==> config.mk <==
export PLATFORM = sky130hd
export DESIGN_NAME = ocpMasterTop
export DESIGN_NICKNAME = d
export VERILOG_FILES = /design/src/hdl/ocpMasterPkg.sv /design/src/hdl/burstCfgIf.sv /design/src/hdl/ocpMasterTop.sv /design/src/hdl/responseForwarder.sv /design/src/hdl/requestSequencer.sv /design/src/hdl/burstSetup.sv
export SDC_FILE = /design/constraint.sdc
export NUM_CORES = 1
export LEC_CHECK = 0
export ABC_AREA = 1
export ABC_CLOCK_PERIOD_IN_PS = 4400
export BUFFER_PORTS_ARGS = -buffer_cell sky130_fd_sc_hd__buf_2
export CAP_MARGIN = 40
export CELL_PAD_IN_SITES_DETAIL_PLACEMENT = 2
export CELL_PAD_IN_SITES_GLOBAL_PLACEMENT = 2
export CORE_MARGIN = 2
export CORE_UTILIZATION = 26
export CTS_BUF_LIST = sky130_fd_sc_hd__clkbuf_8
export DETAILED_ROUTE_END_ITERATION = 12
export GPL_ROUTABILITY_DRIVEN = 0
export PLACE_DENSITY_LB_ADDON = 0.1
export SLEW_MARGIN = 25
export SYNTH_ARGS = -nofsm -noshare
export SYNTH_HDL_FRONTEND = slang
export SYNTH_SLANG_ARGS = --single-unit
export TNS_END_PERCENT = 50
==> constraint.sdc <==
create_clock -name Clk -period 4.4 [get_ports Clk]
set_input_delay 0.22 -clock Clk [delete_from_list [all_inputs] [get_ports Clk]]
set_output_delay 0.22 -clock Clk [all_outputs]
set_load 0.05 [all_outputs]
==> src/hdl/ocpMasterPkg.sv <==
package ocpMasterPkg;

  // Data path and address widths
  localparam int AddrWidth = 32;
  localparam int DataWidth = 32;

  // Bytes per data word
  // Also the address step of one INCR beat
  localparam int ByteCount = DataWidth / 8;

  // Burst length field as carried on MBurstLength
  localparam int BurstLenWidth = 10;

  typedef logic [AddrWidth-1:0] addrT;
  typedef logic [DataWidth-1:0] dataT;
  typedef logic [ByteCount-1:0] byteEnT;
  typedef logic [BurstLenWidth-1:0] burstLenT;

  // MCmd codes in use
  typedef enum logic [2:0] {
    CmdIdle  = 3'd0,
    CmdWrite = 3'd1,
    CmdRead  = 3'd2
  } ocpCmdT;

  // SResp codes
  typedef enum logic [1:0] {
    RespNull = 2'd0,
    RespDva  = 2'd1,
    RespFail = 2'd2,
    RespErr  = 2'd3
  } ocpRespT;

  // MBurstSeq codes
  // Only incrementing and streaming are supported
  typedef enum logic [2:0] {
    SeqIncr = 3'd0,
    SeqStrm = 3'd5
  } burstSeqT;

endpackage
==> src/hdl/burstCfgIf.sv <==
`timescale 1ns/1ps

interface burstCfgIf;
  import ocpMasterPkg::*;

  // Strobes from the sequencer
  logic load;
  logic advance;

  // Current burst state from the setup registers
  addrT beatAddr;
  byteEnT byteEn;
  burstLenT burstLength;
  burstSeqT burstSeq;
  logic lastBeat;

  modport setup (
    input load, advance,
    output beatAddr, byteEn, burstLength, burstSeq, lastBeat
  );

  // Sequencer only needs the end-of-burst flag back
  modport sequencer (
    output load, advance,
    input lastBeat
  );

endinterface

==> src/hdl/ocpMasterTop.sv <==
`timescale 1ns/1ps

module ocpMasterTop (
  input  logic                   Clk,
  input  logic                   reset,

  // Bridge side
  input  logic                   readRequest,
  input  logic                   writeRequest,
  input  ocpMasterPkg::addrT     address,
  input  ocpMasterPkg::burstLenT burstLength,
  input  ocpMasterPkg::burstSeqT burstSeq,
  input  ocpMasterPkg::byteEnT   byteEnables,
  input  ocpMasterPkg::dataT     writeData,

  // OCP request group
  output ocpMasterPkg::ocpCmdT   MCmd,
  output ocpMasterPkg::addrT     MAddr,
  output ocpMasterPkg::dataT     MData,
  output ocpMasterPkg::byteEnT   MByteEn,
  output ocpMasterPkg::burstLenT MBurstLength,
  output ocpMasterPkg::burstSeqT MBurstSeq,
  output logic                   MReqLast,
  input  logic                   SCmdAccept,

  // OCP response group
  input  ocpMasterPkg::ocpRespT  SResp,
  input  ocpMasterPkg::dataT     SData,
  input  logic                   SRespLast,
  output logic                   MRespAccept,

  // Stream toward the FIFO
  output logic                   streamValid,
  output ocpMasterPkg::dataT     streamData,
  output logic                   streamLast,
  output logic                   streamFail,
  input  logic                   streamReady
);

  // Setup registers to sequencer link
  burstCfgIf cfgBus ();

  burstSetup u_burstSetup (
    .Clk           (Clk),
    .reset         (reset),
    .address       (address),
    .burstLengthIn (burstLength),
    .burstSeqIn    (burstSeq),
    .byteEnables   (byteEnables),
    .cfg           (cfgBus.setup)
  );

  requestSequencer u_requestSequencer (
    .Clk          (Clk),
    .reset        (reset),
    .readRequest  (readRequest),
    .writeRequest (writeRequest),
    .SCmdAccept   (SCmdAccept),
    .writeData    (writeData),
    .cfg          (cfgBus.sequencer),
    .MCmd         (MCmd),
    .MData        (MData),
    .MReqLast     (MReqLast)
  );

  // Request fields straight from the held burst state
  assign MAddr        = cfgBus.beatAddr;
  assign MByteEn      = cfgBus.byteEn;
  assign MBurstLength = cfgBus.burstLength;
  assign MBurstSeq    = cfgBus.burstSeq;

  // Response path is independent of the request side
  responseForwarder u_responseForwarder (
    .Clk         (Clk),
    .reset       (reset),
    .SRespLast   (SRespLast),
    .streamReady (streamReady),
    .SResp       (SResp),
    .SData       (SData),
    .MRespAccept (MRespAccept),
    .streamValid (streamValid),
    .streamLast  (streamLast),
    .streamFail  (streamFail),
    .streamData  (streamData)
  );

endmodule

==> src/hdl/responseForwarder.sv <==
`timescale 1ns/1ps

module responseForwarder (
  input  logic                  Clk,
  input  logic                  reset,
  input  logic                  SRespLast,
  input  logic                  streamReady,
  input  ocpMasterPkg::ocpRespT SResp,
  input  ocpMasterPkg::dataT    SData,
  output logic                  MRespAccept,
  output logic                  streamValid,
  output logic                  streamLast,
  output logic                  streamFail,
  output ocpMasterPkg::dataT    streamData
);
  import ocpMasterPkg::*;

  // Response handed over at this edge
  logic respTaken;
  // Response worth forwarding
  logic respKeep;

  // Room when empty or when the held word leaves this cycle
  assign MRespAccept = !streamValid || streamReady;

  assign respTaken = MRespAccept && (SResp != RespNull);
  // ERR gets accepted but dropped
  assign respKeep = (SResp == RespDva) || (SResp == RespFail);

  // Occupancy of the holding register
  always_ff @(posedge Clk) begin
    if (reset) begin
      streamValid <= 1'b0;
    end else if (respTaken && respKeep) begin
      streamValid <= 1'b1;
    end else if (streamReady) begin
      streamValid <= 1'b0;
    end
  end

  // Held word
  always_ff @(posedge Clk) begin
    if (respTaken && respKeep) begin
      streamData <= SData;
      streamLast <= SRespLast;
      streamFail <= (SResp == RespFail);
    end
  end

  // Stalled word must not change under back-pressure
  assert property (@(posedge Clk) disable iff (reset)
    (streamValid && !streamReady) |=>
      (streamValid && $stable(streamData) && $stable(streamLast)
        && $stable(streamFail)));

endmodule

==> src/hdl/requestSequencer.sv <==
`timescale 1ns/1ps

module requestSequencer (
  input  logic                 Clk,
  input  logic                 reset,
  input  logic                 readRequest,
  input  logic                 writeRequest,
  input  logic                 SCmdAccept,
  input  ocpMasterPkg::dataT   writeData,
  burstCfgIf.sequencer         cfg,
  output ocpMasterPkg::ocpCmdT MCmd,
  output ocpMasterPkg::dataT   MData,
  output logic                 MReqLast
);
  import ocpMasterPkg::*;

  // FSM state doubles as the MCmd code
  ocpCmdT state;

  // New burst only taken while idle
  assign cfg.load = (state == CmdIdle) && (readRequest || writeRequest);

  // Beat accepted by the slave
  assign cfg.advance = (state != CmdIdle) && SCmdAccept;

  // Request FSM
  always_ff @(posedge Clk) begin
    if (reset) begin
      state <= CmdIdle;
    end else begin
      case (state)
        CmdIdle: begin
          // Read wins when both arrive together
          if (readRequest) begin
            state <= CmdRead;
          end else if (writeRequest) begin
            state <= CmdWrite;
          end
        end
        default: begin
          // Back to idle once the last beat is taken
          if (cfg.advance && cfg.lastBeat) begin
            state <= CmdIdle;
          end
        end
      endcase
    end
  end

  // Write data sampled at each beat launch
  // Reads carry zero for the whole burst
  always_ff @(posedge Clk) begin
    if (cfg.load) begin
      MData <= readRequest ? '0 : writeData;
    end else if (cfg.advance && state == CmdWrite) begin
      MData <= writeData;
    end
  end

  assign MCmd = state;

  // Qualified so the flag stays low between bursts
  assign MReqLast = (state != CmdIdle) && cfg.lastBeat;

  // Waiting beat must hold its command, data and last flag
  assert property (@(posedge Clk) disable iff (reset)
    (MCmd != CmdIdle && !SCmdAccept) |=>
      ($stable(MCmd) && $stable(MData) && $stable(MReqLast)));

endmodule

==> src/hdl/burstSetup.sv <==
`timescale 1ns/1ps

module burstSetup (
  input  logic                   Clk,
  input  logic                   reset,
  input  ocpMasterPkg::addrT     address,
  input  ocpMasterPkg::burstLenT burstLengthIn,
  input  ocpMasterPkg::burstSeqT burstSeqIn,
  input  ocpMasterPkg::byteEnT   byteEnables,
  burstCfgIf.setup               cfg
);
  import ocpMasterPkg::*;

  // Beats already accepted in the current burst
  burstLenT beatCount;

  // Beat counter
  // Cleared on load, bumped per accepted beat
  always_ff @(posedge Clk) begin
    if (reset) begin
      beatCount <= '0;
    end else if (cfg.load) begin
      beatCount <= '0;
    end else if (cfg.advance) begin
      beatCount <= beatCount + 1'b1;
    end
  end

  // Burst parameters held for the whole burst
  always_ff @(posedge Clk) begin
    if (cfg.load) begin
      cfg.byteEn      <= byteEnables;
      cfg.burstLength <= burstLengthIn;
      cfg.burstSeq    <= burstSeqIn;
    end
  end

  // Beat address
  // Start address on load, then step per beat for INCR only
  always_ff @(posedge Clk) begin
    if (cfg.load) begin
      cfg.beatAddr <= address;
    end else if (cfg.advance && cfg.burstSeq == SeqIncr) begin
      cfg.beatAddr <= cfg.beatAddr + addrT'(ByteCount);
    end
  end

  // Final beat when count reaches length minus one
  assign cfg.lastBeat = (beatCount == cfg.burstLength - 1'b1);

  // Bridge must never start a zero-length burst
  assert property (@(posedge Clk) disable iff (reset)
    cfg.load |-> burstLengthIn != '0);

  // Only INCR and STRM sequences are handled here
  assert property (@(posedge Clk) disable iff (reset)
    cfg.load |-> (burstSeqIn == SeqIncr || burstSeqIn == SeqStrm));

endmodule

# Word level (Yosys, flattened, before mapping)
# Index checks and enable logic that the tools add are counted.
word_totals:
  in_bits: 122
  wordCells: 52
  register_bits: 129
  output_inout_bits: 121
classes:
  n_mux: 11
  n_reduce_logical: 22
  eq_ne: 5
  addsub: 3
op_table:
  columns: ["op", "n"]
  rows:
  - ["32-bit two-way mux", 5]
  - ["32-bit by 3-bit adder with 32-bit output, second input constant", 1]
  - ["3-bit two-way mux", 4]
  - ["10-bit by 1-bit adder with 10-bit output, second input constant", 1]
  - ["10-bit equality test", 1]
  - ["2-bit nonzero test", 5]
  - ["10-bit by 1-bit subtractor with 10-bit output, second input constant", 1]
  - ["1-bit logical AND", 8]
  - ["3-bit zero test", 2]
  - ["3-bit by 1-bit equality test with 1-bit output, second input constant", 1]
  - ["1-bit logical OR", 3]
  - ["3-bit != test, second input constant", 1]
  - ["3-bit nonzero test", 1]
  - ["2-bit by 1-bit equality test with 1-bit output, second input constant", 1]
  - ["2-bit equality test, second input constant", 1]
  - ["1-bit two-way mux", 2]
  - ["2-bit AND reduction", 1]
  - ["2-bit OR reduction", 1]
  - ["1-bit zero test", 1]

# Depth between registers and ports, before layout
depth:
  depth_word: 5
  depth_mapped: 14
  ltp_nobuf: 14

# Cells and area by module
# A second synthesis with hierarchy kept.
hier_totals:
  cells_unflattened: 615
  hier_area_um2: 6254.7
modules_own_cells:
  columns: ["mod", "seq_area_each_um2", "area_per_inst_um2", "cells_per_inst", "n_inst"]
  rows:
  - ["burstSetup", 1671.6, 3492.1, 447, 1]
  - ["requestSequencer", 1001.0, 1655.3, 123, 1]
  - ["responseForwarder", 1041.0, 1107.3, 45, 1]

# Least setup slack after synthesis
# OpenSTA, ideal clock, no wires.
synth_path:
  kind: "register to register"
  startpoint: "register u_requestSequencer.state[0] (netlist: u_requestSequencer.MCmd[0])"
  endpoint: "register u_burstSetup.cfg.beatAddr[10] (enable)"
  stages_incl_launch_ff: 5
  t_arrival_ns: 4.095
  path_buffers: 0
  synth_period_minus_slack_ns: 4.597
  setup_slack_ns: -0.197
  setup_ns: 0.501
  required_time_ns: 3.899
  path_cell_list: "dfxtp_1 -> inv_1 -> nand2_4 -> nand2_4 -> o41ai_1"
synth_between:
  elab_chain_len: 4
  elab_cells_between_ends: 6
  classes_between: "reduce/logical (6)"
synth_rtl:
  columns: ["item", "line_no", "text"]
  rows:
  - ["from (decl)", "requestSequencer.sv:18", "ocpCmdT state;"]
  - ["from (signal assigned)", "requestSequencer.sv:29", "state <= CmdIdle;"]
  - ["from (signal assigned)", "requestSequencer.sv:35", "state <= CmdRead;"]
  - ["from (signal assigned)", "requestSequencer.sv:37", "state <= CmdWrite;"]
  - ["3-bit nonzero test", "requestSequencer.sv:24", "assign cfg.advance = (state != CmdIdle) && SCmdAccept;"]
  - ["1-bit logical AND", "requestSequencer.sv:24", null]
  - ["1-bit logical AND", "burstSetup.sv:43", "end else if (cfg.advance && cfg.burstSeq == SeqIncr) begin"]
  - ["2-bit nonzero test (no line) *", null, null]
  - ["to (signal assigned)", "burstSetup.sv:42", "cfg.beatAddr <= address;"]
  - ["to (signal assigned)", "burstSetup.sv:44", "cfg.beatAddr <= cfg.beatAddr + addrT'(ByteCount);"]
  - ["to (decl)", "burstCfgIf.sv:19", "output beatAddr, byteEn, burstLength, burstSeq, lastBeat"]
# Every way passes the cells marked *; elsewhere a longest branch is shown, timed or not.
# A chain may end at the register's enable or synchronous reset.

# Worst setup path after layout
layout_path:
  startpoint: "register u_burstSetup.cfg.burstLength[0]"
  endpoint: "output port MReqLast"
layout_between:
  elab_chain_len: 3
layout_rtl:
  columns: ["item", "line_no", "text"]
  rows:
  - ["from (decl)", "burstCfgIf.sv:19", null]
  - ["from (signal assigned)", "burstSetup.sv:33", "cfg.burstLength <= burstLengthIn;"]
  - ["10-bit by 1-bit subtractor with 10-bit output", "burstSetup.sv:49", "assign cfg.lastBeat = (beatCount == cfg.burstLength - 1'b1);"]
  - ["10-bit equality test", "burstSetup.sv:49", null]
  - ["1-bit logical AND", "requestSequencer.sv:63", "assign MReqLast = (state != CmdIdle) && cfg.lastBeat;"]
  - ["to (decl)", "ocpMasterTop.sv:23", "output logic MReqLast,"]
# No other way between the ends.

==> summary.md <==
| Metric | Value |
|---|---|
| Status | completed |
| CTS clk-pin slew, worst paths | roughly 90 ps |
| Fin crit share | 61.6% |
| Worst skew pair latency | 450 ps |
| Crit path from | u_burstSetup.cfg.burstLength[0] |
| Post-Route WL | slightly above 20000 microns |
| Synth Instances | 581 |
| Worst min path class | input pin to flip-flop |
| Seq/Total Area, Yosys | between 60% and 70% |
| Share of layout cells above drive strength 1 | about a third |
| Drt wl/cell | roughly 18 microns |
| Core area | ~22000 sq um |
| Largest net degree at the start of global routing | 46 |
| Post-synth EDFFs | around 120 |
| Die H | 154 microns |
| CP required | 4180 ps |
| DR iter-0 viols | about 150 |
| Inst Count DP | 1101 |
| CP Capture Type | primary output |
| P_leak | roughly 3.8 nW |
| DIE AREA | 23800 sq um |
| Setup WS post-layout | 1690 ps |
| Hold Fails Final Rpt | 0 |
| Critical Path Fanout Max | 4 |
| DP Wirelength | around 15000 microns |
| Clock tree buffer depth | 2 |
| Max Cap Violations | 0 |
| Die Width | roughly 150 microns |
| Fmax | between 300 and 400 MHz |
| R2r setup slk | approximately 1700 ps |
| R2r endpoint | u_burstSetup.beatCount[5] |
| Total track usage | between 15 and 20% |
| Initial antenna violation count | 1 |
| Fin nets | a little over 1000 |
| Mapped Area | between 5000 and 6000 sq um |
| Area delta synth->final | 42.7% |
| Root Driver | clkbuf_8 |
| Initial Utilization | a little over a quarter |
| Core Rows | 55 |
| Yosys warnings | 0 |
| # DRC | 0 |
| H-tree levels | 4 |
| Distinct cells, synth | 40 |
| Drt first pass iters | 4 |
| Synth Area per Inst | slightly above 10 sq um |
| Final worst path period need | 2710 ps |
| Post-place setup slack | 1810 ps |
| WHS Endpoint | u_burstSetup.cfg.beatAddr[14] |
| Hold Path Depth | 3 |
| CTS tree | yes |
| Setup violators final | 0 |
| PortBufs | 241 |
| Skew final | approximately 20 ps |
| Vias in the first global route | about 5900 |
| Vias | 5250 |
| Number of synthesized register bits | approximately 130 |
| CP startpoint kind | flip-flop |
| Num Clock Sinks | approximately 130 |
| RSZ-0062 raised after global routing | no |
| Top_reg_cell synth | edfxtp_1 |
| Commonest non-fill, non-tap cell in the layout | buf_2 |
| CP arrival | around 2500 ps |
| Setup TNS | 0 ps |
| Cell Count, Final, Fillers Out | about 1200 |
| Total CTS buffers | 17 |
| R2R cell count | 10 |
| Min-delay src | address[14] |
| Fraction of registers with async set/reset | 0% |
| R2r startpoint | u_requestSequencer.MCmd[1] |
| Max VDD drop | 0.163 mV |
| Global-route wire length before repair | approximately 32000 microns |
| Syn nets | 708 |
| Post-route ant nets | 0 |
| # IOs | between 200 and 250 |
| Max-slew violation count | 0 |
| Grt ovf | 0 |
| Post-DR vias/cell | roughly 4.4 |
| Pwr dens | just over 500 nW/um^2 |
| CP Class | flip-flop to primary output |
| Most frequent cells in the layout | buf_2, nand2_1, edfxtp_1 |
-- metrics by stage --
stage / total power (W) / hold slack (ps) / instance area [sq um] / utilization [%]
floorplan: 0.00272 / 289 / 5880 / -
global placement: 0.00309 / 398 / 7460 / 33.3
detailed placement: 0.00313 / 399 / 7460 / 33.3
CTS: 0.00430 / 5.25 / 8380 / 37.4
global route: 0.00444 / 23.2 / 8380 / 37.4
finish: 0.00423 / 40.2 / 8390 / 37.4
-- report_power, final --
group	internal [W]	switching (W)	leakage [nW]
combinational	0.000322	0.00106	2.35
clock	0.000526	0.000580	0.210
sequential	0.00158	0.000160	1.23
total	0.00243	0.00180	3.80
-- per-layer routing --
| layer | global-route usage [%] | up-vias | wire, microns |
|---|---|---|---|
| met4 | 6.57 | 0 | 456 |
| li1 | - | 2504 | - |
| met5 | 0 | - | 0 |
| met2 | 33.7 | 124 | 11500 |
| met3 | 2.86 | 27 | 668 |
| met1 | 19.2 | 2595 | 8100 |
-- critical path, stage by stage, from the launching register on --
cell	delay, ps
edfxtp_1	450
inv_1	140
ha_1	250
nand2_1	120
nor2_1	160
nand2_1	70
nand2_1	60
nand2_1	40
nor2_1	190
nand3_1	120
nor2_1	160
buf_2	300
-- how the worst max path moves through the flow --
| stage | end | cells after the start |
|---|---|---|
| floorplan | u_requestSequencer.MData[0] | 4 |
| global placement | u_burstSetup.beatCount[1] | 10 |
| detailed placement | u_burstSetup.beatCount[3] | 10 |
| CTS | MReqLast | 11 |
| global route | MReqLast | 11 |
| finish | MReqLast | 11 |
-- Yosys cell counts (3+ instances only) --
| cell | count | area share (%) |
|---|---|---|
| dfxtp_1 | 13 | 4.4 |
| nor2_2 | 4 | 0.43 |
| a21oi_1 | 11 | 0.94 |
| inv_1 | 83 | 5.3 |
| buf_2 | 7 | 0.60 |
| clkbuf_1 | 4 | 0.26 |
| ha_1 | 5 | 1.1 |
| inv_2 | 4 | 0.26 |
| nand2_1 | 132 | 8.4 |
| a31oi_1 | 5 | 0.53 |
| edfxtp_1 | 115 | 59 |
| nand3_1 | 16 | 1.4 |
| o21ai_0 | 17 | 1.4 |
| nand2_2 | 3 | 0.32 |
| xor2_1 | 23 | 3.4 |
| nor3_1 | 8 | 0.68 |
| nor2_1 | 87 | 5.6 |
| nand4_1 | 11 | 1.2 |
| xnor2_1 | 6 | 0.89 |
-- cell type report --
class                      count  area (sq um)
antenna                        2          5.00
clock buffer                  17           234
clock inverter                15           173
fill                        2532         14000
inverter                      87           327
multi-input combinational    354          1820
sequential                   128          3710
tap                          285           357
timing repair buffer         298          1760
-- sequential cells by signal (all words and copies together), names as in the netlist --
name	cells
u_responseForwarder.streamValid	1
u_responseForwarder.streamData	32
u_burstSetup.cfg.beatAddr	32
u_burstSetup.beatCount	10
u_requestSequencer.MCmd	2
u_burstSetup.cfg.burstSeq	3
u_requestSequencer.MData	32
u_responseForwarder.streamFail	1
u_burstSetup.cfg.byteEn	4
u_burstSetup.cfg.burstLength	10
u_responseForwarder.streamLast	1
-- what timing repair did --
item	CTS	global route
hold endpoints to repair	52	0
buffers inserted	0	0
resized for setup	0	0
hold buffers	51	0
-- cells by family after synthesis --
kind of cell / Yosys count / share of synthesized area (%)
AO/OA/AOI/OAI: 36 / 3.34
XOR/XNOR: 29 / 4.32
adder cells (fa/ha/maj): 5 / 1.06
buffers and inverters: 99 / 6.54
flip-flops: 128 / 63.2
other: 1 / 0.0638
AND/OR/NAND/NOR: 283 / 21.5
No activity file was read; power rests on OpenSTA's default activity.
